### src/verilog/cachePkg.sv
package cachePkg;

   localparam int WORD_W   = 32;
   localparam int BYTOFF_W = 2;
   localparam int BLKOFF_W = 1;  // two words per block
   localparam int IDX_W    = 3;
   localparam int TAG_W    = WORD_W - IDX_W - BLKOFF_W - BYTOFF_W;
   localparam int NUM_SETS = 1 << IDX_W;
   localparam int NUM_WAYS = 2;

   // one address word, raw or split into its cache fields
   typedef union packed
   {
      logic [WORD_W-1:0] raw;
      struct packed
      {
         logic [TAG_W-1:0]    tag;
         logic [IDX_W-1:0]    idx;
         logic [BLKOFF_W-1:0] blkOff;
         logic [BYTOFF_W-1:0] bytOff;
      } fields;
   } dAddr_u;

endpackage
### src/verilog/ctrlPkg.sv
package ctrlPkg;

   localparam int STATE_W = 3;

   localparam logic [STATE_W-1:0] S_IDLE   = 3'd0;
   localparam logic [STATE_W-1:0] S_WB1    = 3'd1;  // victim word 0 out
   localparam logic [STATE_W-1:0] S_WB2    = 3'd2;
   localparam logic [STATE_W-1:0] S_FETCH1 = 3'd3;  // other word of block
   localparam logic [STATE_W-1:0] S_FETCH2 = 3'd4;  // requested word
   localparam logic [STATE_W-1:0] S_FLUSH1 = 3'd5;
   localparam logic [STATE_W-1:0] S_FLUSH2 = 3'd6;
   localparam logic [STATE_W-1:0] S_HALTED = 3'd7;

   // last set visited by the halt flush
   localparam logic [cachePkg::IDX_W-1:0] LAST_SET = 3'd7;

endpackage

### src/verilog/dCache.sv
`timescale 1ns/10ps

module dCache
(
   input  logic CLK,
   input  logic nRST,
   input  logic dmemREN,
   input  logic dmemWEN,
   input  logic halt,
   input  logic [cachePkg::WORD_W-1:0] dmemaddr,
   input  logic [cachePkg::WORD_W-1:0] dmemstore,
   output logic dhit,
   output logic [cachePkg::WORD_W-1:0] dmemload,
   output logic flushed,
   output logic dREN,
   output logic dWEN,
   output logic [cachePkg::WORD_W-1:0] daddr,
   output logic [cachePkg::WORD_W-1:0] dstore,
   input  logic [cachePkg::WORD_W-1:0] dload,
   input  logic dwait
);

   cachePkg::dAddr_u reqAddr;
   logic [cachePkg::IDX_W-1:0] setIdx;
   logic [cachePkg::NUM_WAYS-1:0][cachePkg::TAG_W-1:0] wayTags;
   logic [cachePkg::NUM_WAYS-1:0] wayValid;
   logic [cachePkg::NUM_WAYS-1:0] wayDirty;
   logic [cachePkg::NUM_WAYS-1:0][1:0][cachePkg::WORD_W-1:0] blockData;
   logic leastRecent;
   logic wrEn, wrWay, wrOffset, wrDirty;
   logic [cachePkg::TAG_W-1:0] wrTag;
   logic [cachePkg::WORD_W-1:0] wrData;
   logic clrEn, clrWay, touchEn, touchWay;
   logic hit, hitWay, victimWay;
   logic [cachePkg::WORD_W-1:0] hitData;

   assign reqAddr.raw = dmemaddr;

   cacheArray array_i (.*);

   wayLookup lookup_i
   (
      .reqTag    (reqAddr.fields.tag),
      .reqOffset (reqAddr.fields.blkOff),
      .*
   );

   cacheControl control_i (.*);

endmodule

### src/verilog/cacheControl.sv
`timescale 1ns/10ps

module cacheControl
(
   input  logic CLK,
   input  logic nRST,
   input  logic dmemREN,
   input  logic dmemWEN,
   input  logic halt,
   input  logic [cachePkg::WORD_W-1:0] dmemaddr,
   input  logic [cachePkg::WORD_W-1:0] dmemstore,
   output logic dhit,
   output logic flushed,
   output logic [cachePkg::WORD_W-1:0] dmemload,
   input  logic hit,
   input  logic hitWay,
   input  logic victimWay,
   input  logic [cachePkg::WORD_W-1:0] hitData,
   input  logic [cachePkg::NUM_WAYS-1:0][cachePkg::TAG_W-1:0] wayTags,
   input  logic [cachePkg::NUM_WAYS-1:0] wayValid,
   input  logic [cachePkg::NUM_WAYS-1:0] wayDirty,
   input  logic [cachePkg::NUM_WAYS-1:0][1:0][cachePkg::WORD_W-1:0] blockData,
   output logic [cachePkg::IDX_W-1:0] setIdx,
   output logic wrEn,
   output logic wrWay,
   output logic wrOffset,
   output logic wrDirty,
   output logic [cachePkg::TAG_W-1:0] wrTag,
   output logic [cachePkg::WORD_W-1:0] wrData,
   output logic clrEn,
   output logic clrWay,
   output logic touchEn,
   output logic touchWay,
   output logic dREN,
   output logic dWEN,
   output logic [cachePkg::WORD_W-1:0] daddr,
   output logic [cachePkg::WORD_W-1:0] dstore,
   input  logic [cachePkg::WORD_W-1:0] dload,
   input  logic dwait
);

   logic [ctrlPkg::STATE_W-1:0] state, nextState;
   logic evictWay;
   logic [cachePkg::IDX_W-1:0] flushIdx;
   logic flushWay;
   logic latchVictim;
   logic advance;  // step flush to next block
   logic lastBlock;
   logic flushing;
   logic wbWay;
   logic wbOffset;
   logic [cachePkg::WORD_W-1:0] wbAddr;
   logic [cachePkg::WORD_W-1:0] wbData;
   cachePkg::dAddr_u req;

   assign req.raw   = dmemaddr;
   assign flushing  = (state == ctrlPkg::S_FLUSH1) || (state == ctrlPkg::S_FLUSH2);
   assign setIdx    = flushing ? flushIdx : req.fields.idx;
   assign lastBlock = (flushIdx == ctrlPkg::LAST_SET) && flushWay;
   assign flushed   = (state == ctrlPkg::S_HALTED);
   assign dmemload  = (state == ctrlPkg::S_FETCH2) ? dload : hitData;

   // write-back source, shared by miss eviction and flush
   assign wbWay    = flushing ? flushWay : evictWay;
   assign wbOffset = (state == ctrlPkg::S_WB2) || (state == ctrlPkg::S_FLUSH2);
   assign wbAddr   = {wayTags[wbWay], setIdx, wbOffset, {cachePkg::BYTOFF_W{1'b0}}};
   assign wbData   = blockData[wbWay][wbOffset];

   always_comb
   begin
      nextState   = state;
      latchVictim = 1'b0;
      advance     = 1'b0;
      dhit        = 1'b0;
      dREN        = 1'b0;
      dWEN        = 1'b0;
      daddr       = '0;
      dstore      = '0;
      wrEn        = 1'b0;
      wrWay       = evictWay;
      wrOffset    = req.fields.blkOff;
      wrDirty     = 1'b0;
      wrTag       = req.fields.tag;
      wrData      = dload;
      clrEn       = 1'b0;
      clrWay      = flushWay;
      touchEn     = 1'b0;
      touchWay    = evictWay;
      case (state)
         ctrlPkg::S_IDLE:
         begin
            if (halt)
            begin
               nextState = ctrlPkg::S_FLUSH1;
            end
            else if (dmemREN || dmemWEN)
            begin
               if (hit)
               begin
                  dhit     = 1'b1;
                  touchEn  = 1'b1;
                  touchWay = hitWay;
                  wrEn     = dmemWEN;  // write hit lands in place
                  wrWay    = hitWay;
                  wrDirty  = 1'b1;
                  wrData   = dmemstore;
               end
               else
               begin
                  latchVictim = 1'b1;
                  if (wayValid[victimWay] && wayDirty[victimWay])
                  begin
                     nextState = ctrlPkg::S_WB1;
                  end
                  else
                  begin
                     nextState = ctrlPkg::S_FETCH1;
                  end
               end
            end
         end
         ctrlPkg::S_WB1, ctrlPkg::S_WB2:
         begin
            dWEN   = 1'b1;
            daddr  = wbAddr;
            dstore = wbData;
            if (!dwait)
            begin
               nextState = wbOffset ? ctrlPkg::S_FETCH1 : ctrlPkg::S_WB2;
            end
         end
         ctrlPkg::S_FETCH1:
         begin
            dREN     = 1'b1;
            daddr    = {req.fields.tag, req.fields.idx, ~req.fields.blkOff,
                        {cachePkg::BYTOFF_W{1'b0}}};
            wrOffset = ~req.fields.blkOff;
            if (!dwait)
            begin
               wrEn      = 1'b1;
               nextState = ctrlPkg::S_FETCH2;
            end
         end
         ctrlPkg::S_FETCH2:
         begin
            dREN    = 1'b1;
            daddr   = {req.fields.tag, req.fields.idx, req.fields.blkOff,
                       {cachePkg::BYTOFF_W{1'b0}}};
            wrDirty = dmemWEN;
            wrData  = dmemWEN ? dmemstore : dload;  // write miss merges store
            if (!dwait)
            begin
               wrEn      = 1'b1;
               dhit      = 1'b1;
               touchEn   = 1'b1;
               nextState = ctrlPkg::S_IDLE;
            end
         end
         ctrlPkg::S_FLUSH1:
         begin
            if (wayValid[flushWay] && wayDirty[flushWay])
            begin
               dWEN   = 1'b1;
               daddr  = wbAddr;
               dstore = wbData;
               if (!dwait)
               begin
                  nextState = ctrlPkg::S_FLUSH2;
               end
            end
            else
            begin
               clrEn     = 1'b1;
               advance   = 1'b1;
               nextState = lastBlock ? ctrlPkg::S_HALTED : ctrlPkg::S_FLUSH1;
            end
         end
         ctrlPkg::S_FLUSH2:
         begin
            dWEN   = 1'b1;
            daddr  = wbAddr;
            dstore = wbData;
            if (!dwait)
            begin
               clrEn     = 1'b1;
               advance   = 1'b1;
               nextState = lastBlock ? ctrlPkg::S_HALTED : ctrlPkg::S_FLUSH1;
            end
         end
         ctrlPkg::S_HALTED:
         begin
            nextState = ctrlPkg::S_HALTED;  // held until reset
         end
      endcase
   end

   always_ff @(posedge CLK, negedge nRST)
   begin
      if (!nRST)
      begin
         state    <= ctrlPkg::S_IDLE;
         evictWay <= 1'b0;
         flushIdx <= '0;
         flushWay <= 1'b0;
      end
      else
      begin
         state <= nextState;
         if (latchVictim)
         begin
            evictWay <= victimWay;
         end
         if (advance)
         begin
            flushWay <= ~flushWay;
            if (flushWay)
            begin
               flushIdx <= flushIdx + 1'b1;
            end
         end
      end
   end

endmodule

### src/verilog/wayLookup.sv
`timescale 1ns/10ps

module wayLookup
(
   input  logic [cachePkg::TAG_W-1:0] reqTag,
   input  logic reqOffset,
   input  logic [cachePkg::NUM_WAYS-1:0][cachePkg::TAG_W-1:0] wayTags,
   input  logic [cachePkg::NUM_WAYS-1:0] wayValid,
   input  logic [cachePkg::NUM_WAYS-1:0][1:0][cachePkg::WORD_W-1:0] blockData,
   input  logic leastRecent,
   output logic hit,
   output logic hitWay,
   output logic victimWay,
   output logic [cachePkg::WORD_W-1:0] hitData
);

   logic [cachePkg::NUM_WAYS-1:0] match;

   assign match[0] = wayValid[0] && (wayTags[0] == reqTag);
   assign match[1] = wayValid[1] && (wayTags[1] == reqTag);

   assign hit     = |match;
   assign hitWay  = !match[0];  // way 1 only when way 0 misses
   assign hitData = blockData[hitWay][reqOffset];

   // fill an empty way first, way 0 before way 1
   always_comb
   begin
      if (!wayValid[0])
      begin
         victimWay = 1'b0;
      end
      else if (!wayValid[1])
      begin
         victimWay = 1'b1;
      end
      else
      begin
         victimWay = leastRecent;
      end
   end

endmodule

### src/verilog/cacheArray.sv
`timescale 1ns/10ps

module cacheArray
(
   input  logic CLK,
   input  logic nRST,
   input  logic [cachePkg::IDX_W-1:0] setIdx,
   output logic [cachePkg::NUM_WAYS-1:0][cachePkg::TAG_W-1:0] wayTags,
   output logic [cachePkg::NUM_WAYS-1:0] wayValid,
   output logic [cachePkg::NUM_WAYS-1:0] wayDirty,
   output logic [cachePkg::NUM_WAYS-1:0][1:0][cachePkg::WORD_W-1:0] blockData,
   output logic leastRecent,
   input  logic wrEn,
   input  logic wrWay,
   input  logic wrOffset,
   input  logic wrDirty,
   input  logic [cachePkg::TAG_W-1:0] wrTag,
   input  logic [cachePkg::WORD_W-1:0] wrData,
   input  logic clrEn,
   input  logic clrWay,
   input  logic touchEn,
   input  logic touchWay
);

   logic [cachePkg::NUM_WAYS-1:0][cachePkg::TAG_W-1:0] tags [cachePkg::NUM_SETS];
   logic [cachePkg::NUM_WAYS-1:0][1:0][cachePkg::WORD_W-1:0] data [cachePkg::NUM_SETS];
   logic [cachePkg::NUM_WAYS-1:0] valid [cachePkg::NUM_SETS];
   logic [cachePkg::NUM_WAYS-1:0] dirty [cachePkg::NUM_SETS];
   logic [cachePkg::NUM_SETS-1:0] lru;  // way to evict next, per set

   // combinational read of the addressed set
   assign wayTags     = tags[setIdx];
   assign blockData   = data[setIdx];
   assign wayValid    = valid[setIdx];
   assign wayDirty    = dirty[setIdx];
   assign leastRecent = lru[setIdx];

   always_ff @(posedge CLK)
   begin
      if (wrEn)
      begin
         tags[setIdx][wrWay]           <= wrTag;
         data[setIdx][wrWay][wrOffset] <= wrData;
      end
   end

   always_ff @(posedge CLK, negedge nRST)
   begin
      if (!nRST)
      begin
         valid <= '{default: '0};
         dirty <= '{default: '0};
         lru   <= '0;
      end
      else
      begin
         if (wrEn)
         begin
            valid[setIdx][wrWay] <= 1'b1;
            dirty[setIdx][wrWay] <= wrDirty;
         end
         if (clrEn)
         begin
            valid[setIdx][clrWay] <= 1'b0;
            dirty[setIdx][clrWay] <= 1'b0;
         end
         if (touchEn)
         begin
            lru[setIdx] <= ~touchWay;  // other way becomes least recent
         end
      end
   end

endmodule

### config.mk
export PLATFORM = sky130hd
export DESIGN_NAME = dCache
export DESIGN_NICKNAME = d
export VERILOG_FILES = /design/src/verilog/cachePkg.sv /design/src/verilog/ctrlPkg.sv /design/src/verilog/dCache.sv /design/src/verilog/cacheControl.sv /design/src/verilog/wayLookup.sv /design/src/verilog/cacheArray.sv
export SDC_FILE = /design/constraint.sdc
export NUM_CORES = 2
export LEC_CHECK = 0
export BUFFER_PORTS_ARGS = -buffer_cell sky130_fd_sc_hd__buf_2
export CAP_MARGIN = 20
export CORE_AREA = 2 2 340 342
export DETAILED_ROUTE_END_ITERATION = 10
export DIE_AREA = 0 0 342 344
export PLACE_DENSITY_LB_ADDON = 0.05
export SYNTH_ARGS = -nofsm -noshare
export SYNTH_HDL_FRONTEND = slang
export SYNTH_SLANG_ARGS = --single-unit
### constraint.sdc
create_clock -name CLK -period 7.35 [get_ports CLK]
set_input_delay 0.735 -clock CLK [delete_from_list [all_inputs] [get_ports CLK]]
set_output_delay 0.735 -clock CLK [all_outputs]
set_load 0.01 [all_outputs]
==> results.py <==
metrics = {
    "routing": {
        "post_drt_via_cell_ratio": 6.90,
        "dr.pass1.iters": 6,
        "wirelength_um": 204000,
        "drt.antenna.violating_nets": 0,
        "wl_per_cell_um": 33.3,
        "met2_length_um": 95300,
        "route.met3.wl_um": 21500,
        "wl_met1_um": 76100,
        "vias": 42387,
        "drc": 0,
        "top_layer": "met5",
        "detail_route.iter0.violations": 5845,
    },
    "logic_synthesis": {
        "synth_edf_count": 1440,
        "synth_cell_types": 100,
        "synthArstFlopShare": 0.0323,
        "netlist_instances": 4274,
        "ys_seq_area_frac": 0.700,
        "ys_seq_elements": 1488,
        "synthFlopType": "edfxtp_1",
        "syn_avg_cell_area_um2": 14.9,
        "netlist_area_mm2": 0.0635,
        "ys_warn_count": 0,
    },
    "sta": {
        "slew_viol_final": 0,
        "final-setup-viol-count": 0,
        "period_needed_ns": 7.15,
        "tns_ns": 0,
        "rsz0062_at_grt": "no",
        "post-route-period-util": 0.972,
        "fin_ws_ns": 0.203,
        "whs_ns": 0.0854,
        "tightestPinTransition_ns": 1.28,
        "slew_headroom": 0.147,
        "final_hold_viol_count": 0,
        "fmax_mhz": 140,
        "clock_skew_ns": 0.0297,
    },
    "clocking": {
        "cts_resized": 0,
        "cts_hold_buf": 0,
        "cts.sinks": 1488,
        "cts_buffers": 154,
        "cts_setup_buffers": 0,
        "cts_tree": "yes",
        "path_clk_slew_ns": 0.06,
        "cts_root_buffer": "clkbuf_16",
        "clk_latency_ns": 0.78,
        "clockBufferDepth": 3,
        "htreeDepth": 4,
    },
    "floorplan": {
        "rows": 124,
        "die_area_mm2": 0.118,
        "chipHeight_um": 344,
        "io_pins": 202,
        "die_width_um": 342,
        "core_area_mm2": 0.114,
        "floorplan.initialDensity": 0.558,
    },
    "power": {
        "powerDensity_mw_per_mm2": 400,
        "ir_drop_v": 0.000379,
        "leakagePower_nw": 24.2,
    },
    "global_route": {
        "grt_use_total": 0.347,
        "antenna_found_initial": 12,
        "grt_max_degree": 135,
        "overflow": 0,
        "grt_pass1_wl_um": 291000,
        "grt_pass1_vias": 40820,
    },
    "placed_design": {
        "place_ws_ns": 1.00,
        "port_buffers": 197,
        "placed_cell_area_mm2": 0.0671,
        "place.gp.congestion": 0.961,
        "hpwl_um": 122000,
    },
    "critical_path": {
        "end_kind": "output pin",
        "setup.worst_path.class": "reg -> out",
        "crit_path_start_kind": "flop",
        "rr_worst_depth": 12,
        "crit_required_ns": 6.61,
        "worstPathArrival_ns": 6.41,
        "worstPathMaxFanout": 33,
    },
    "finish": {
        "finish.utilization": 0.633,
        "drive_above_1_share": 0.194,
        "fin_nets": 4606,
        "final_cell_area_mm2": 0.0720,
        "area_growth_pct": 13.4,
    },
    "job": {
        "cap_violations": 0,
    },
    "status": {
        "status": "complete, no violations",
    },
    "min_path": {
        "hp-class": "in -> async",
    },
}
worst max-delay path, cell delays in order, from the launching register on:
cell,delay (ns)
dfrtp_1,0.86
xnor2_4,0.41
o21ai_2,0.76
nand2_1,0.55
a32oi_1,0.44
nor4b_1,0.31
o2111a_1,0.31
nor4b_1,0.43
and3_2,0.29
buf_12,0.26
a21oi_1,0.07
o21ai_0,0.55
o21a_1,0.21
buf_2,0.14
per-layer routing:
metal	vias to the layer above	track usage
met3	555	0.0636
met4	10	0.174
met1	21425	0.466
met5	-	0
met2	2733	0.550
li1	17664	-
cell type report:
type                       count  area [um2]
clock buffer                 193        4000
multi-input combinational   2444       17900
fill                        8467       41800
sequential                  1488       44400
clock inverter                86         890
inverter                      31         116
timing repair buffer         383        2790
antenna                        2        5.00
tap                         1512        1890
where the power goes:
part | leakage, nW | total [mW] | internal (mW) | switching, mW
clock network | 2.37 | 7.62 | 4.29 | 3.33
logic | 8.27 | 11.4 | 3.64 | 7.80
registers | 13.6 | 9.79 | 9.53 | 0.258
total | 24.2 | 28.8 | 17.5 | 11.4
cells by family after synthesis:
kind of cell | count (synthesis) | share of synthesized area
adders and majority gates | 2 | 0.000394
xor gates and xnor gates | 42 | 0.00638
other | 1 | 0.0000590
DFF | 1488 | 0.700
AOI/OAI and AO/OA | 1162 | 0.130
muxes | 303 | 0.0696
and+or+nand+nor | 933 | 0.0688
buffers and inverters | 343 | 0.0249
cell usage after synthesis, types with 30 or more instances:
master	instances	area [um2]
mux4_2	102	2300
buf_2	35	175
o22ai_1	53	332
o21ai_0	127	636
a21oi_1	248	1240
a22oi_1	326	2450
edfxtp_1	1440	43200
nand2_1	418	1570
nand4_1	31	194
o21a_1	39	293
inv_1	30	113
nor2_1	146	548
mux2_2	87	980
nand3_1	139	696
dfrtp_1	48	1200
a222oi_1	80	801
clkbuf_1	216	811
a2111oi_0	34	298
nor3_1	42	210
mux2i_1	110	1100
per-stage QoR:
stage               power, mW  cells
finish                   28.8   6139
detailed placement       21.1   5858
CTS                      28.6   6137
global route             29.8   6138
global placement         21.0   5858
floorplan                16.6   4275
cells in the final DEF (no fill, tap or decap), types with 34 or more instances in the layout:
master     count
nand2_1      410
mux2i_1      110
o22ai_1       53
clkbuf_16    154
a2111oi_0     34
o21a_1        39
nand3_1      138
nor2_1       132
clkinv_1      34
edfxtp_1    1440
a222oi_1      80
a22oi_1      326
mux4_2       102
o21ai_0      127
dfrtp_1       45
mux2_2        87
clkbuf_1      39
buf_4        155
a21oi_1      247
buf_2        195
state kept, by name, summed over array words and instances, names as in the netlist:
name                cells
control_i.clrWay        1
control_i.state         3
array_i.dirty          16
array_i.data         1024
control_i.evictWay      1
array_i.tags          416
control_i.flushIdx      3
array_i.valid          16
array_i.lru             8
worst paths after layout:
check / from / end / slack, ns
hold / removal: nRST / array_i.lru[5] / 0.09
hold reg to reg: array_i.lru[3] / array_i.lru[3] / 0.49
setup reg to reg: control_i.state[0] / array_i.data[5][120] / 1.04
min in group CLK: halt / control_i.state[2] / 0.26
setup / recovery: control_i.state[0] / dmemload[18] / 0.20
max in group asynchronous: nRST / control_i.flushIdx[1] / 6.75
Power figures use the tool's default switching activity.
